`src/logic/link_pkg.sv`:
```
package link_pkg;

        // Width of the clocks-per-symbol field.
        localparam int RATE_W = 8;

        // Width of the symbol limit, the command argument and the report counters.
        localparam int COUNT_W = 16;

        // Length of the error-injection mask. The mask repeats every MASK_W symbols.
        localparam int MASK_W = 16;

        // Order of the PRBS. The polynomial is x^9 + x^5 + 1.
        localparam int PRBS_ORDER = 9;

        // The pacer needs at least two clocks per symbol.
        localparam logic [RATE_W-1:0] RATE_MIN = RATE_W'(2);
        localparam logic [RATE_W-1:0] RATE_DEFAULT = RATE_W'(4);

        // Command opcodes.
        localparam logic [1:0] OPC_SET_RATE = 2'd0;
        localparam logic [1:0] OPC_SET_MASK = 2'd1;
        localparam logic [1:0] OPC_RUN = 2'd2;
        localparam logic [1:0] OPC_READ = 2'd3;

        // One command word as it arrives with i_cmd_valid.
        typedef struct packed {
                logic [1:0]         opcode;
                logic [COUNT_W-1:0] arg;
        } link_cmd_t;

        // Configuration held by the decode stage.
        typedef struct packed {
                logic [RATE_W-1:0]  rate_div;
                logic [MASK_W-1:0]  err_mask;
                logic [COUNT_W-1:0] symbol_limit;
        } link_cfg_t;

        // Result returned on a read command.
        typedef struct packed {
                logic [COUNT_W-1:0] bit_count;
                logic [COUNT_W-1:0] err_count;
        } link_report_t;

endpackage

```
`src/logic/link_cmd_decode.sv`:
```
`timescale 1ns/1ps

module link_cmd_decode (
        input  logic                i_clock,
        input  logic                i_rst_n,
        input  logic                i_cmd_valid,
        input  link_pkg::link_cmd_t i_cmd,
        input  logic                i_busy,
        output link_pkg::link_cfg_t o_cfg,
        output logic                o_start,
        output logic                o_read
);

        logic accept;

        // A command is taken only when no run is active.
        // The start cycle itself also counts as busy, since the pacer raises its flag a cycle later.
        assign accept = i_cmd_valid && !i_busy && !o_start;

        always_ff @(posedge i_clock)
        begin
                if (!i_rst_n)
                begin
                        o_cfg.rate_div <= link_pkg::RATE_DEFAULT;
                        o_cfg.err_mask <= '0;
                        o_cfg.symbol_limit <= '0;
                        o_start <= 1'b0;
                        o_read <= 1'b0;
                end
                else
                begin
                        // Start and read are single-cycle strobes.
                        o_start <= 1'b0;
                        o_read <= 1'b0;
                        if (accept)
                        begin
                                case (i_cmd.opcode)
                                        link_pkg::OPC_SET_RATE:
                                        begin
                                                // Rates below the minimum are clamped.
                                                if (i_cmd.arg[link_pkg::RATE_W-1:0] < link_pkg::RATE_MIN)
                                                        o_cfg.rate_div <= link_pkg::RATE_MIN;
                                                else
                                                        o_cfg.rate_div <= i_cmd.arg[link_pkg::RATE_W-1:0];
                                        end
                                        link_pkg::OPC_SET_MASK:
                                                o_cfg.err_mask <= i_cmd.arg;
                                        link_pkg::OPC_RUN:
                                        begin
                                                o_cfg.symbol_limit <= i_cmd.arg;
                                                o_start <= 1'b1;
                                        end
                                        default:
                                                o_read <= 1'b1;
                                endcase
                        end
                end
        end

        // A read and a start never leave the decoder in the same cycle.
        a_start_read_exclusive: assert property (@(posedge i_clock) disable iff (!i_rst_n)
                !(o_start && o_read))
                else $error("start and read strobes overlap");

        // The pacer relies on at least two clocks per symbol.
        a_rate_floor: assert property (@(posedge i_clock) disable iff (!i_rst_n)
                o_cfg.rate_div >= link_pkg::RATE_MIN)
                else $error("rate_div fell below the minimum");

endmodule

```
`src/logic/symbol_strobe_gen.sv`:
```
`timescale 1ns/1ps

module symbol_strobe_gen (
        input  logic                         i_clock,
        input  logic                         i_rst_n,
        input  logic                         i_start,
        input  logic [link_pkg::RATE_W-1:0]  i_rate_div,
        input  logic [link_pkg::COUNT_W-1:0] i_symbol_limit,
        output logic                         o_strobe,
        output logic [link_pkg::COUNT_W-1:0] o_index,
        output logic                         o_busy
);

        logic [link_pkg::RATE_W-1:0]  scale_cnt;
        logic [link_pkg::COUNT_W-1:0] symbol_cnt;
        logic                         scale_wrap;
        logic                         limit_hit;
        logic                         last_strobe;

        // The scale counter runs from 0 to rate_div - 1 and wraps on the strobe.
        // After start it reaches the top on the rate_div-th clock.
        assign scale_wrap = (scale_cnt == i_rate_div - link_pkg::RATE_W'(1));

        // All requested symbols have been issued.
        assign limit_hit = (symbol_cnt == i_symbol_limit);

        assign o_strobe = o_busy && scale_wrap && !limit_hit;
        assign last_strobe = o_strobe && (symbol_cnt + link_pkg::COUNT_W'(1) == i_symbol_limit);

        // The symbol counter holds the number of the symbol that the next strobe carries.
        assign o_index = symbol_cnt;

        always_ff @(posedge i_clock)
        begin
                if (!i_rst_n)
                begin
                        o_busy <= 1'b0;
                        scale_cnt <= '0;
                        symbol_cnt <= '0;
                end
                else if (i_start)
                begin
                        o_busy <= 1'b1;
                        scale_cnt <= '0;
                        symbol_cnt <= '0;
                end
                else if (o_busy)
                begin
                        if (scale_wrap)
                                scale_cnt <= '0;
                        else
                                scale_cnt <= scale_cnt + link_pkg::RATE_W'(1);
                        if (o_strobe)
                                symbol_cnt <= symbol_cnt + link_pkg::COUNT_W'(1);
                        // Busy drops after the last strobe, or at once for an empty run.
                        if (limit_hit || last_strobe)
                                o_busy <= 1'b0;
                end
        end

        // With the decoder's rate clamp the strobes are always at least two clocks apart.
        a_strobe_spacing: assert property (@(posedge i_clock) disable iff (!i_rst_n)
                o_strobe |=> !o_strobe)
                else $error("symbol strobe high on two consecutive cycles");

endmodule

```
`src/logic/prbs9_gen.sv`:
```
`timescale 1ns/1ps

module prbs9_gen (
        input  logic i_clock,
        input  logic i_rst_n,
        input  logic i_start,
        input  logic i_step,
        output logic o_bit
);

        logic [link_pkg::PRBS_ORDER-1:0] lfsr;
        logic                            feedback;

        // Bit 0 holds the newest bit, so bits 8 and 4 are the bits sent 9 and 5 steps ago.
        assign feedback = lfsr[link_pkg::PRBS_ORDER-1] ^ lfsr[4];

        // The output is the bit that enters the register on this step.
        assign o_bit = feedback;

        always_ff @(posedge i_clock)
        begin
                // Every run starts from the all-ones seed.
                if (!i_rst_n || i_start)
                        lfsr <= '1;
                else if (i_step)
                        lfsr <= {lfsr[link_pkg::PRBS_ORDER-2:0], feedback};
        end

        // The all-zero state would lock the sequence up.
        a_lfsr_live: assert property (@(posedge i_clock) disable iff (!i_rst_n)
                lfsr != '0)
                else $error("PRBS9 register reached the all-zero state");

endmodule

```
`src/logic/link_channel.sv`:
```
`timescale 1ns/1ps

module link_channel (
        input  logic                         i_clock,
        input  logic                         i_rst_n,
        input  logic                         i_strobe,
        input  logic                         i_bit,
        input  logic [link_pkg::COUNT_W-1:0] i_index,
        input  logic [link_pkg::MASK_W-1:0]  i_err_mask,
        output logic                         o_rx_valid,
        output logic                         o_rx_bit
);

        logic flip;

        // The mask repeats every MASK_W symbols, so the low index bits pick the mask bit.
        assign flip = i_err_mask[i_index[$clog2(link_pkg::MASK_W)-1:0]];

        // The received bit is valid one clock after the strobe.
        always_ff @(posedge i_clock)
        begin
                if (!i_rst_n)
                        o_rx_valid <= 1'b0;
                else
                        o_rx_valid <= i_strobe;
        end

        // A selected mask bit inverts the symbol on its way through.
        always_ff @(posedge i_clock)
        begin
                if (i_strobe)
                        o_rx_bit <= i_bit ^ flip;
        end

endmodule

```
`src/logic/ber_checker.sv`:
```
`timescale 1ns/1ps

module ber_checker (
        input  logic                   i_clock,
        input  logic                   i_rst_n,
        input  logic                   i_start,
        input  logic                   i_rx_valid,
        input  logic                   i_rx_bit,
        input  logic                   i_read,
        output logic                   o_report_valid,
        output link_pkg::link_report_t o_report
);

        logic [link_pkg::PRBS_ORDER-1:0]         history;
        logic [$clog2(link_pkg::PRBS_ORDER+1)-1:0] fill_cnt;
        logic [link_pkg::COUNT_W-1:0]            bit_count;
        logic [link_pkg::COUNT_W-1:0]            err_count;
        logic                                    primed;
        logic                                    expected_bit;
        logic                                    bit_err;

        // Checking starts once the history holds a full PRBS9 window.
        assign primed = (fill_cnt == link_pkg::PRBS_ORDER);

        // History bit 0 is the previous bit, so bits 8 and 4 are 9 and 5 positions back.
        assign expected_bit = history[link_pkg::PRBS_ORDER-1] ^ history[4];
        assign bit_err = (i_rx_bit != expected_bit);

        always_ff @(posedge i_clock)
        begin
                if (!i_rst_n || i_start)
                begin
                        fill_cnt <= '0;
                        bit_count <= '0;
                        err_count <= '0;
                end
                else if (i_rx_valid)
                begin
                        if (!primed)
                                fill_cnt <= fill_cnt + 1'b1;
                        else
                        begin
                                // Both counters saturate at full scale.
                                if (bit_count != '1)
                                        bit_count <= bit_count + link_pkg::COUNT_W'(1);
                                if (bit_err && err_count != '1)
                                        err_count <= err_count + link_pkg::COUNT_W'(1);
                        end
                end
        end

        // The received stream itself seeds the reference, so the checker needs no known start.
        always_ff @(posedge i_clock)
        begin
                if (i_start)
                        history <= '0;
                else if (i_rx_valid)
                        history <= {history[link_pkg::PRBS_ORDER-2:0], i_rx_bit};
        end

        // The report is captured on read and flagged for one cycle.
        always_ff @(posedge i_clock)
        begin
                if (!i_rst_n)
                        o_report_valid <= 1'b0;
                else
                        o_report_valid <= i_read;
        end

        always_ff @(posedge i_clock)
        begin
                if (i_read)
                begin
                        o_report.bit_count <= bit_count;
                        o_report.err_count <= err_count;
                end
        end

endmodule

```
`src/logic/prbs_link_top.sv`:
```
`timescale 1ns/1ps

module prbs_link_top (
        input  logic                   i_clock,
        input  logic                   i_rst_n,
        input  logic                   i_cmd_valid,
        input  link_pkg::link_cmd_t    i_cmd,
        output logic                   o_busy,
        output logic                   o_report_valid,
        output link_pkg::link_report_t o_report
);

        link_pkg::link_cfg_t          cfg;
        logic                         start;
        logic                         read;
        logic                         strobe;
        logic [link_pkg::COUNT_W-1:0] index;
        logic                         tx_bit;
        logic                         rx_valid;
        logic                         rx_bit;

        // Decode stage. The pacer's busy flag blocks new commands during a run.
        link_cmd_decode u_decode (
                .i_clock     (i_clock),
                .i_rst_n     (i_rst_n),
                .i_cmd_valid (i_cmd_valid),
                .i_cmd       (i_cmd),
                .i_busy      (o_busy),
                .o_cfg       (cfg),
                .o_start     (start),
                .o_read      (read)
        );

        // Execute stage. The pacer drives the transmitter and the channel.
        symbol_strobe_gen u_pacer (
                .i_clock        (i_clock),
                .i_rst_n        (i_rst_n),
                .i_start        (start),
                .i_rate_div     (cfg.rate_div),
                .i_symbol_limit (cfg.symbol_limit),
                .o_strobe       (strobe),
                .o_index        (index),
                .o_busy         (o_busy)
        );

        prbs9_gen u_tx (
                .i_clock (i_clock),
                .i_rst_n (i_rst_n),
                .i_start (start),
                .i_step  (strobe),
                .o_bit   (tx_bit)
        );

        link_channel u_channel (
                .i_clock    (i_clock),
                .i_rst_n    (i_rst_n),
                .i_strobe   (strobe),
                .i_bit      (tx_bit),
                .i_index    (index),
                .i_err_mask (cfg.err_mask),
                .o_rx_valid (rx_valid),
                .o_rx_bit   (rx_bit)
        );

        // Result stage.
        ber_checker u_checker (
                .i_clock        (i_clock),
                .i_rst_n        (i_rst_n),
                .i_start        (start),
                .i_rx_valid     (rx_valid),
                .i_rx_bit       (rx_bit),
                .i_read         (read),
                .o_report_valid (o_report_valid),
                .o_report       (o_report)
        );

endmodule

```
`config.mk`:
```
export PLATFORM = sky130hd
export DESIGN_NAME = prbs_link_top
export DESIGN_NICKNAME = d
export VERILOG_FILES = /design/src/logic/link_pkg.sv /design/src/logic/link_cmd_decode.sv /design/src/logic/symbol_strobe_gen.sv /design/src/logic/prbs9_gen.sv /design/src/logic/link_channel.sv /design/src/logic/ber_checker.sv /design/src/logic/prbs_link_top.sv
export SDC_FILE = /design/constraint.sdc
export NUM_CORES = 1
export LEC_CHECK = 0
export BUFFER_PORTS_ARGS = -buffer_cell sky130_fd_sc_hd__buf_2
export CORE_MARGIN = 8
export CORE_UTILIZATION = 50
export CTS_BUF_LIST = sky130_fd_sc_hd__clkbuf_4
export DETAILED_ROUTE_END_ITERATION = 10
export GPL_ROUTABILITY_DRIVEN = 0
export GPL_TIMING_DRIVEN = 0
export PLACE_DENSITY = 0.7
export SYNTH_ARGS = -nofsm -noshare
export SYNTH_HDL_FRONTEND = slang
export SYNTH_SLANG_ARGS = --single-unit
export TNS_END_PERCENT = 20
```
`constraint.sdc`:
```
create_clock -name i_clock -period 3.7 [get_ports i_clock]
set_input_delay 0.185 -clock i_clock [delete_from_list [all_inputs] [get_ports i_clock]]
set_output_delay 0.185 -clock i_clock [all_outputs]
set_load 0.02 [all_outputs]
```
==> flow_metrics.tcl, run 1 <==
set metrics [dict create \
    pwr_density_cell_nw_per_um2 374 \
    synth_top_family_by_area "simple AND/OR/NAND/NOR gates" \
    viasPerCell 5.55 \
    syn-instance-count 709 \
    synth_seq_cells 156 \
    drt_iter0_drc 399 \
    antenna_left 0 \
    synth_xor_area_share_pct 9.85 \
    p_leak_nw 2.93 \
    p_int_mw 2.24 \
    combPwrFrac_pct 5.9 \
    synth_nets 737 \
    fin_cells 997 \
    dp_hpwl_mm 11.1 \
    drive_gt1_share_pct 13.2 \
    synth.largest_area_cell "dfxtp_1" \
    critPathLaunchType "flip-flop" \
    synthTopCellsByArea "dfxtp_1 (35%), edfxtp_1 (14%), xor2_1 (5.4%), mux2i_1 (4.6%), xnor2_1 (4.1%)" \
    worstPathArrival_ps 3420 \
    dieArea_sq_um 18000 \
    period_share_pct 80.6 \
    drt-pass1-iter-count 6 \
    path_class "flip-flop to flip-flop" \
    overflow 0 \
    synth.most_common_cell "dfxtp_1" \
    initial_core_util_pct 50.7 \
    swShare_pct 25.1 \
    clock-sinks 156 \
    power_frac_seq_pct 59.3 \
    synthMuxAreaShare_pct 6.36 \
    fmax_ghz 0.336 \
    yosys.area_share.adder_pct 1.25 \
    cts_max_level 4 \
    crit_slowest_cell "or3b_2" \
    cts_tree "done" \
    fill_cells 1205 \
    place_worst_setup_slack_ps 812 \
    yosysTopAreaCellShare_pct 35.2 \
    postLayoutCoreUtil_pct 58.0 \
    regArea_sq_um 3450 \
    clkTransAtPathRegs_ps 130 \
    drc 0 \
    final.setup.worst_slack_ps 719 \
    setup_viol 0 \
    grt.total_usage_pct 17.3 \
    grt_start_max_net_pins 34 \
    final_cell_area_sq_um 7990 \
    synth_compound_area_share_pct 9.65 \
    insertion_delay_ps 570 \
    yosysSeqAreaShare_pct 49.4 \
    antenna_found_initial 1 \
    grt_pass1_wl_mm 25.2 \
    post_drt_wl_per_cell_microns 15.5 \
    post_cts_buffers 0 \
    fin_crit_ps 2980 \
    slew_headroom_pct 24.8 \
    synth_area_sq_um 6990 \
    core_sq_um 13800 \
    worstSetupEndpointType "flip-flop" \
    finalHoldViolCount 0 \
    hold_path.class "primary input to flip-flop" \
    p_switching_mw 0.750 \
    tightestPinTransition_ps 1120 \
    ys.warnings.count 0 \
    clockBufferDepth 2 \
    grt_pass1_vias 5359 \
    crit_buf_inv 3 \
    num_rows 43 \
    synthSimpleGateAreaFrac_pct 20.6 \
    numCtsBuffers 17 \
    ys.flop_type "dfxtp_1" \
    drv_slew 0 \
    cap_violations 0 \
    layout.nets 831 \
    num_vias 5531 \
    dpl_cell_area_sq_um 7480 \
    io_buffer_count 54 \
    syn_avg_cell_area_sq_um 9.86 \
    synth-async-reset-ratio_pct 0 \
    pin_count 55 \
    yosysUniqueCellTypes 63 \
    crit_fanout 10 \
    status "completed" \
    pwr-share-clk_pct 34.8 \
    synth_edf_count 33 \
    fin_setup_tns_ps 0 \
    syn2layout_area_growth_pct 14.4 \
    path_delay_family "compound AO/OA/AOI/OAI gates" \
    critPathMaxStageDelay_ps 470 \
    cp_cell_sequence "inv_1, ha_1, or3b_2, nor3_1, xnor2_1, o2111ai_4, buf_6, clkbuf_1, o31ai_1, a21oi_1" \
    skew_ps 17.2 \
    synth_common_cells "dfxtp_1 (123), nor2_1 (72), nand2_1 (67)" \
    clockRootBuffer "clkbuf_4" \
    ir_drop_uv 243 \
    multi_input_area_sq_um 3330 \
    wirelength_mm 15.5 \
    placed_cells 943 \
    chipWidth_microns 134 \
    die_h_microns 134 \
    rsz0062_at_grt "false" \
    crit_required_ps 4140 \
]
layout by cell type, fill, tap and decap left out, drive strengths merged, types with 21 or more instances in the layout:
master         n
edfxtp        33
xnor2         33
nand2         67
xor2          43
dlygate4sd3   21
clkbuf        49
dfxtp        123
nor2          72
nor2b         25
buf           61
nand3         39
mux2i         32
metal layers:
metal  routed length, microns  vias to the layer above  global-route usage, %
li1                         -                     2697                      -
met1                     6700                     2626                   20.5
met2                     7490                      174                   29.0
met3                      932                       34                   4.45
met4                      348                        0                   7.67
met5                        0                        -                      0
path summary, 6_finish.rpt:
check	from	endpoint	slack, ps	cells past startpoint
hold reg to reg	u_checker.bit_count[13]	u_checker.o_report[29]	460	0
setup reg to reg	u_decode.o_cfg[32]	u_pacer.o_index[4]	720	10
hold / removal	i_cmd[17]	u_decode.o_read	40	4
setup / recovery	u_decode.o_cfg[32]	u_pacer.o_index[4]	720	10
stage by stage:
| stage | total power [mW] | hold WS (ps) |
|---|---|---|
| after floorplan | 1.91 | 257 |
| after global placement | 1.96 | 417 |
| after global routing | 3.11 | 15.6 |
| after detailed placement | 1.97 | 417 |
| after CTS | 3.02 | 7.16 |
| final | 2.99 | 40.8 |
power by group through the flow:
stage	clock [mW]	sequential, mW	combinational [mW]
detailed placement	0	1.81	0.160
CTS	1.07	1.77	0.177
floorplan	0	1.81	0.100
finish	1.04	1.77	0.178
global route	1.14	1.78	0.194
global placement	0	1.81	0.156
cell type report:
class	instances	area share, %
clock inverters	15	2.08
well taps	180	2.82
clock buffers	17	1.60
diodes	1	0.0313
flip-flops and latches	156	43.2
repair buffers	75	6.01
plain buffers	39	1.99
multi-input cells	502	41.7
inverters	12	0.564
sequential cells by signal (all words and copies together) (netlist names), 4 cells and up:
| signal | cells |
|---|---|
| u_checker.history | 9 |
| u_tx.lfsr | 9 |
| u_pacer.scale_cnt | 8 |
| u_checker.bit_count | 16 |
| u_checker.fill_cnt | 4 |
| u_pacer.o_index | 16 |
| u_decode.o_cfg | 40 |
| u_checker.o_report | 32 |
| u_checker.err_count | 16 |
cell families (layout without fill, tap and decap cells):
group | count (synthesis) | after routing
AOI/OAI and AO/OA | 93 | 93
xor gates and xnor gates | 77 | 77
adders and majority gates | 7 | 7
DFF | 156 | 156
and+or+nand+nor | 287 | 287
muxes | 38 | 38
other | 0 | 1
buffers and inverters | 51 | 158
worst register-to-register path, cell delays in order (launching register included):
cell	delay, ps
dfxtp_1	370
inv_1	110
ha_1	220
or3b_2	470
nor3_1	190
xnor2_1	220
o2111ai_4	290
buf_6	250
clkbuf_1	290
o31ai_1	330
a21oi_1	100
repair_timing:
item                      4_1_cts  5_1_grt
gates resized for setup         0        0
hold endpoints to repair       43        0
hold buffers                   21        0
No activity file was read; power rests on OpenSTA's default activity.
==> run 2, diff against run 1 <==
==> constraint.sdc (replaced) <==
create_clock -name i_clock -period 3.13 [get_ports i_clock]
set_input_delay 0.1565 -clock i_clock [delete_from_list [all_inputs] [get_ports i_clock]]
set_output_delay 0.1565 -clock i_clock [all_outputs]
set_load 0.02 [all_outputs]
==> run 2 against run 1 <==
Fmax grew 2.2%. Global-route usage barely moved. Clock power rose by 18%. Clock skew down 1.2 ps. Via count fell by 0.11%. Largest power group unchanged.
==> flow_metrics.tcl, run 2 (synthesis gave the netlist of run 1 again) <==
set metrics [dict create \
    status "completed" \
    critPathLaunchType "flip-flop" \
    grt.total_usage_pct 17.3 \
    multi_input_area_sq_um 3330 \
    timing.rr.start "u_pacer.o_index[12]" \
    worstPathArrival_ps 3410 \
    wirelength_mm 15.5 \
    fin_cells 998 \
    cts_tree "done" \
    antenna_left 0 \
    initial_core_util_pct 50.7 \
    antenna_found_initial 1 \
    grt_pass1_wl_mm 25.2 \
    pwr_density_cell_nw_per_um2 442 \
    regArea_sq_um 3450 \
    io_buffer_count 54 \
    drt-pass1-iter-count 5 \
    clockBufferDepth 2 \
    whs_endpoint "u_decode.o_cfg[34]" \
    cap_violations 0 \
    drive_gt1_share_pct 13.3 \
    p_leak_nw 2.93 \
    grt_start_max_net_pins 34 \
    drc 0 \
    worstSetupEndpointType "flip-flop" \
    crit_top_cell "buf_2" \
    placed_cells 943 \
    path_delay_family "compound AO/OA/AOI/OAI gates" \
    top_regs "u_decode.o_cfg: 40 flops, u_checker.o_report: 32 flops" \
    crit_fanout 10 \
    overflow 0 \
    die_h_microns 134 \
    viasPerCell 5.54 \
    insertion_delay_ps 570 \
    ir_drop_uv 287 \
    top_register "u_decode.o_cfg" \
    slew_headroom_pct 24.9 \
    core_sq_um 13800 \
    skew_ps 16.0 \
    layout.nets 832 \
    reg2reg_depth 8 \
    period_share_pct 93.2 \
    drv_slew 0 \
    finalHoldViolCount 0 \
    rsz0062_at_grt "false" \
    num_rows 43 \
    path_class "flip-flop to flip-flop" \
    numCtsBuffers 17 \
    setup_viol 0 \
    largest_reg_flops 40 \
    critPathMaxStageDelay_ps 790 \
    r2r_slack_ps 210 \
    drt_iter0_drc 371 \
    syn2layout_area_growth_pct 14.5 \
    clockRootBuffer "clkbuf_4" \
    hold_path.startpoint "i_cmd[17]" \
    crit_slowest_cell "o41ai_2" \
    cts_max_level 4 \
    post_drt_wl_per_cell_microns 15.5 \
    pin_count 55 \
    clock-sinks 156 \
    worstHoldPathCells 4 \
    chipWidth_microns 134 \
    dp_hpwl_mm 11.1 \
    clkTransAtPathRegs_ps 130 \
    post_cts_buffers 0 \
    fin_setup_tns_ps 0 \
    tightestPinTransition_ps 1120 \
    fmax_ghz 0.343 \
    cp_cell_sequence "xor2_1, nor4_1, nand4_1, o41ai_2, buf_2, buf_2, o31ai_1, a21oi_1" \
    crit_buf_inv 2 \
    finalPower_mw 3.54 \
    r2r-end "u_pacer.o_index[11]" \
    grt_pass1_vias 5353 \
    crit_required_ps 3630 \
    fin_crit_ps 2920 \
    layout_commonest_cell "dfxtp_1" \
    hold_path.class "primary input to flip-flop" \
    num_vias 5525 \
    fill_cells 1202 \
    dieArea_sq_um 18000 \
    final_cell_mix "dfxtp_1 (122), nor2_1 (72), nand2_1 (67)" \
]
run 2: changes by cell type in the layout (fill, tap and decap cells not counted), sizes merged:
cell,delta
dlygate4sd3,+1
run 2: metrics by stage:
stage | setup slack (ps) | hold WS, ps | utilization [%] | area [sq um]
2_1_floorplan | 679 | 229 | - | 6990
3_5_place_dp | 242 | 388 | 54.3 | 7480
3_3_place_gp | 282 | 389 | 54.3 | 7480
5_1_grt | 19.3 | 13.8 | 58.1 | 8000
6_report | 213 | 50.2 | 58.1 | 8000
4_1_cts | 188 | 0.529 | 58.1 | 8000
run 2: worst register-to-register path: cells and delay by family (launching register included):
kind / cells / cell delay (ps)
compound gates: 3 / 1050
xor+xnor: 1 / 180
buf+inv: 2 / 680
flops: 1 / 490
simple gates: 2 / 450
run 2: power breakdown:
| group | total (mW) | switching, mW | internal [mW] |
|---|---|---|---|
| sequential | 2.09 | 0.0226 | 2.07 |
| combinational | 0.211 | 0.121 | 0.0901 |
| clock | 1.23 | 0.749 | 0.486 |
run 2: area by class of cell:
cell class | instances | share of cell area, %
Tap cell | 180 | 2.81
Timing Repair Buffer | 76 | 6.13
Multi-Input combinational cell | 502 | 41.6
Clock buffer | 17 | 1.59
Clock inverter | 15 | 2.08
Buffer | 39 | 2.00
Inverter | 12 | 0.563
Sequential cell | 156 | 43.2
Antenna cell | 1 | 0.0313
run 2: metal layers:
metal	global-route usage, %	part of all wire (%)	vias up
met1	20.6	43	2618
met4	7.67	2.5	0
met3	4.45	6.3	34
li1	-	-	2702
met2	28.9	48	171
met5	0	0	-
run 2: how the worst max path moves through the flow:
stage,slack [ps],endpoint,from,depth (start not counted)
2_1_floorplan,680,u_pacer.o_index[14],u_decode.o_cfg[32],9
3_3_place_gp,280,u_pacer.o_index[13],u_pacer.o_index[12],8
3_5_place_dp,240,u_pacer.o_index[14],u_decode.o_cfg[32],10
4_1_cts,190,u_pacer.o_index[14],u_decode.o_cfg[32],10
5_1_grt,20,u_pacer.o_index[1],u_pacer.o_index[12],8
6_report,210,u_pacer.o_index[11],u_pacer.o_index[12],8
run 2: timing repair:
item | in CTS | in global routing
setup endpoints to repair | 0 | 5
hold buffers | 22 | 0
hold endpoints to repair | 43 | 0
resized for setup | 0 | 2
==> run 3, diff against run 2 <==
==> constraint.sdc (replaced) <==
create_clock -name i_clock -period 2.7 [get_ports i_clock]
set_input_delay 0.135 -clock i_clock [delete_from_list [all_inputs] [get_ports i_clock]]
set_output_delay 0.135 -clock i_clock [all_outputs]
set_load 0.02 [all_outputs]
==> run 3 against run 2 <==
Setup slack got worse by 83 ps. Register-to-register slack got worse by 80 ps. Non-clock buffer count increased by 6. First-iteration DRC count increased by 1.3%.
==> flow_metrics.tcl, run 3 (synthesis gave the netlist of run 1 again) <==
set metrics [dict create \
    status "completed" \
    grt_pass1_wl_mm 25.5 \
    antenna_left 0 \
    fmax_ghz 0.389 \
    drc 0 \
    cap_violations 0 \
    wirelength_mm 15.8 \
    critPathLaunchType "flip-flop" \
    final_cell_area_sq_um 8130 \
    chipWidth_microns 134 \
    clockBufferDepth 2 \
    initial_core_util_pct 50.7 \
    pin_count 55 \
    numCtsBuffers 17 \
    hold_path.class "primary input to flip-flop" \
    dp_hpwl_mm 11.1 \
    regArea_sq_um 3460 \
    ir_drop_uv 334 \
    drv_slew 0 \
    num_vias 5588 \
    core_sq_um 13800 \
    slew_headroom_pct 49.9 \
    worstSetupEndpointType "flip-flop" \
    drt_iter0_drc 376 \
    crit_required_ps 3190 \
    tightestPinTransition_ps 747 \
    path_class "flip-flop to flip-flop" \
    setup_viol 0 \
    finalPower_mw 4.11 \
    clock-sinks 156 \
    cts_tree "done" \
    place_worst_setup_slack_ps -188 \
    fin_cells 1004 \
    dieArea_sq_um 18000 \
    largest_reg_flops 40 \
    drive_gt1_share_pct 15.2 \
    fin_setup_tns_ps 0 \
    num_rows 43 \
    dpl_cell_area_sq_um 7480 \
    fin_crit_ps 2570 \
    period_share_pct 95.2 \
    post_drt_wl_per_cell_microns 15.7 \
    top_regs "u_decode.o_cfg: 40 flops, u_checker.o_report: 32 flops" \
    die_h_microns 134 \
    syn2layout_area_growth_pct 16.3 \
    placed_cells 943 \
    insertion_delay_ps 570 \
    worstHoldPathCells 4 \
    final.setup.worst_slack_ps 130 \
    overflow 0 \
    antenna_found_initial 1 \
    cts_max_level 4 \
    pwr_density_cell_nw_per_um2 506 \
    fill_cells 1188 \
    layout.nets 838 \
    grt_pass1_vias 5383 \
    grt_start_max_net_pins 34 \
    worstPathArrival_ps 3070 \
    top_register "u_decode.o_cfg" \
    crit_fanout 10 \
    viasPerCell 5.57 \
    drt-pass1-iter-count 6 \
    skew_ps 17.3 \
    reg2reg_depth 9 \
    io_buffer_count 54 \
    postLayoutCoreUtil_pct 59.0 \
    p_leak_nw 2.98 \
    hold_ws_ps 369 \
    grt.total_usage_pct 17.5 \
    multi_input_area_sq_um 3400 \
    clockRootBuffer "clkbuf_4" \
    clkTransAtPathRegs_ps 130 \
    layout_commonest_cell "dfxtp_1" \
    final_cell_mix "dfxtp_1 (120), nor2_1 (72), nand2_1 (67)" \
    finalHoldViolCount 0 \
]
run 3: final timing paths:
kind / end / slack, ps / startpoint
setup / recovery: u_pacer.o_index[2] / 130 / u_pacer.o_index[3]
hold / removal: u_decode.o_cfg[9] / 370 / i_cmd[9]
setup reg to reg: u_pacer.o_index[2] / 130 / u_pacer.o_index[3]
hold reg to reg: u_checker.o_report[29] / 460 / u_checker.bit_count[13]
run 3: area by class of cell:
type,instances,share of cell area [%]
clock inverter,15,2.05
buffer,39,2.05
timing repair buffer,82,6.67
multi-input combinational,502,41.8
antenna,1,0.0308
inverter,12,0.554
clock buffer,17,1.57
sequential,156,42.5
tap,180,2.77
run 3: where the power goes:
group	internal, mW	total [mW]	switching [mW]
registers	2.40	2.43	0.0267
logic	0.110	0.257	0.147
clock network	0.564	1.43	0.862
run 3: metal layers:
metal	track usage (%)	part of all wire [%]	vias up
met5	0	0	-
met4	7.92	2.6	0
met3	4.71	6.9	36
met2	29.1	48	178
met1	20.6	42	2656
li1	-	-	2718
run 3: worst max-delay path: stages (launching register included):
cell	delay, ps
dfxtp_1	330
clkbuf_1	370
xor2_1	110
nor2_1	100
nand4_1	170
o41ai_4	520
clkbuf_4	320
buf_2	300
o31ai_1	120
a21oi_1	150
run 3: what timing repair did:
item | 4_1_cts | 5_1_grt
gates resized for setup | 4 | 19
cloned | 0 | 1
setup buffers | 1 | 2
endpoints found under the hold margin | 43 | 3
setup endpoints to repair | 29 | 36
pin swaps | 3 | 2
hold buffers | 23 | 1
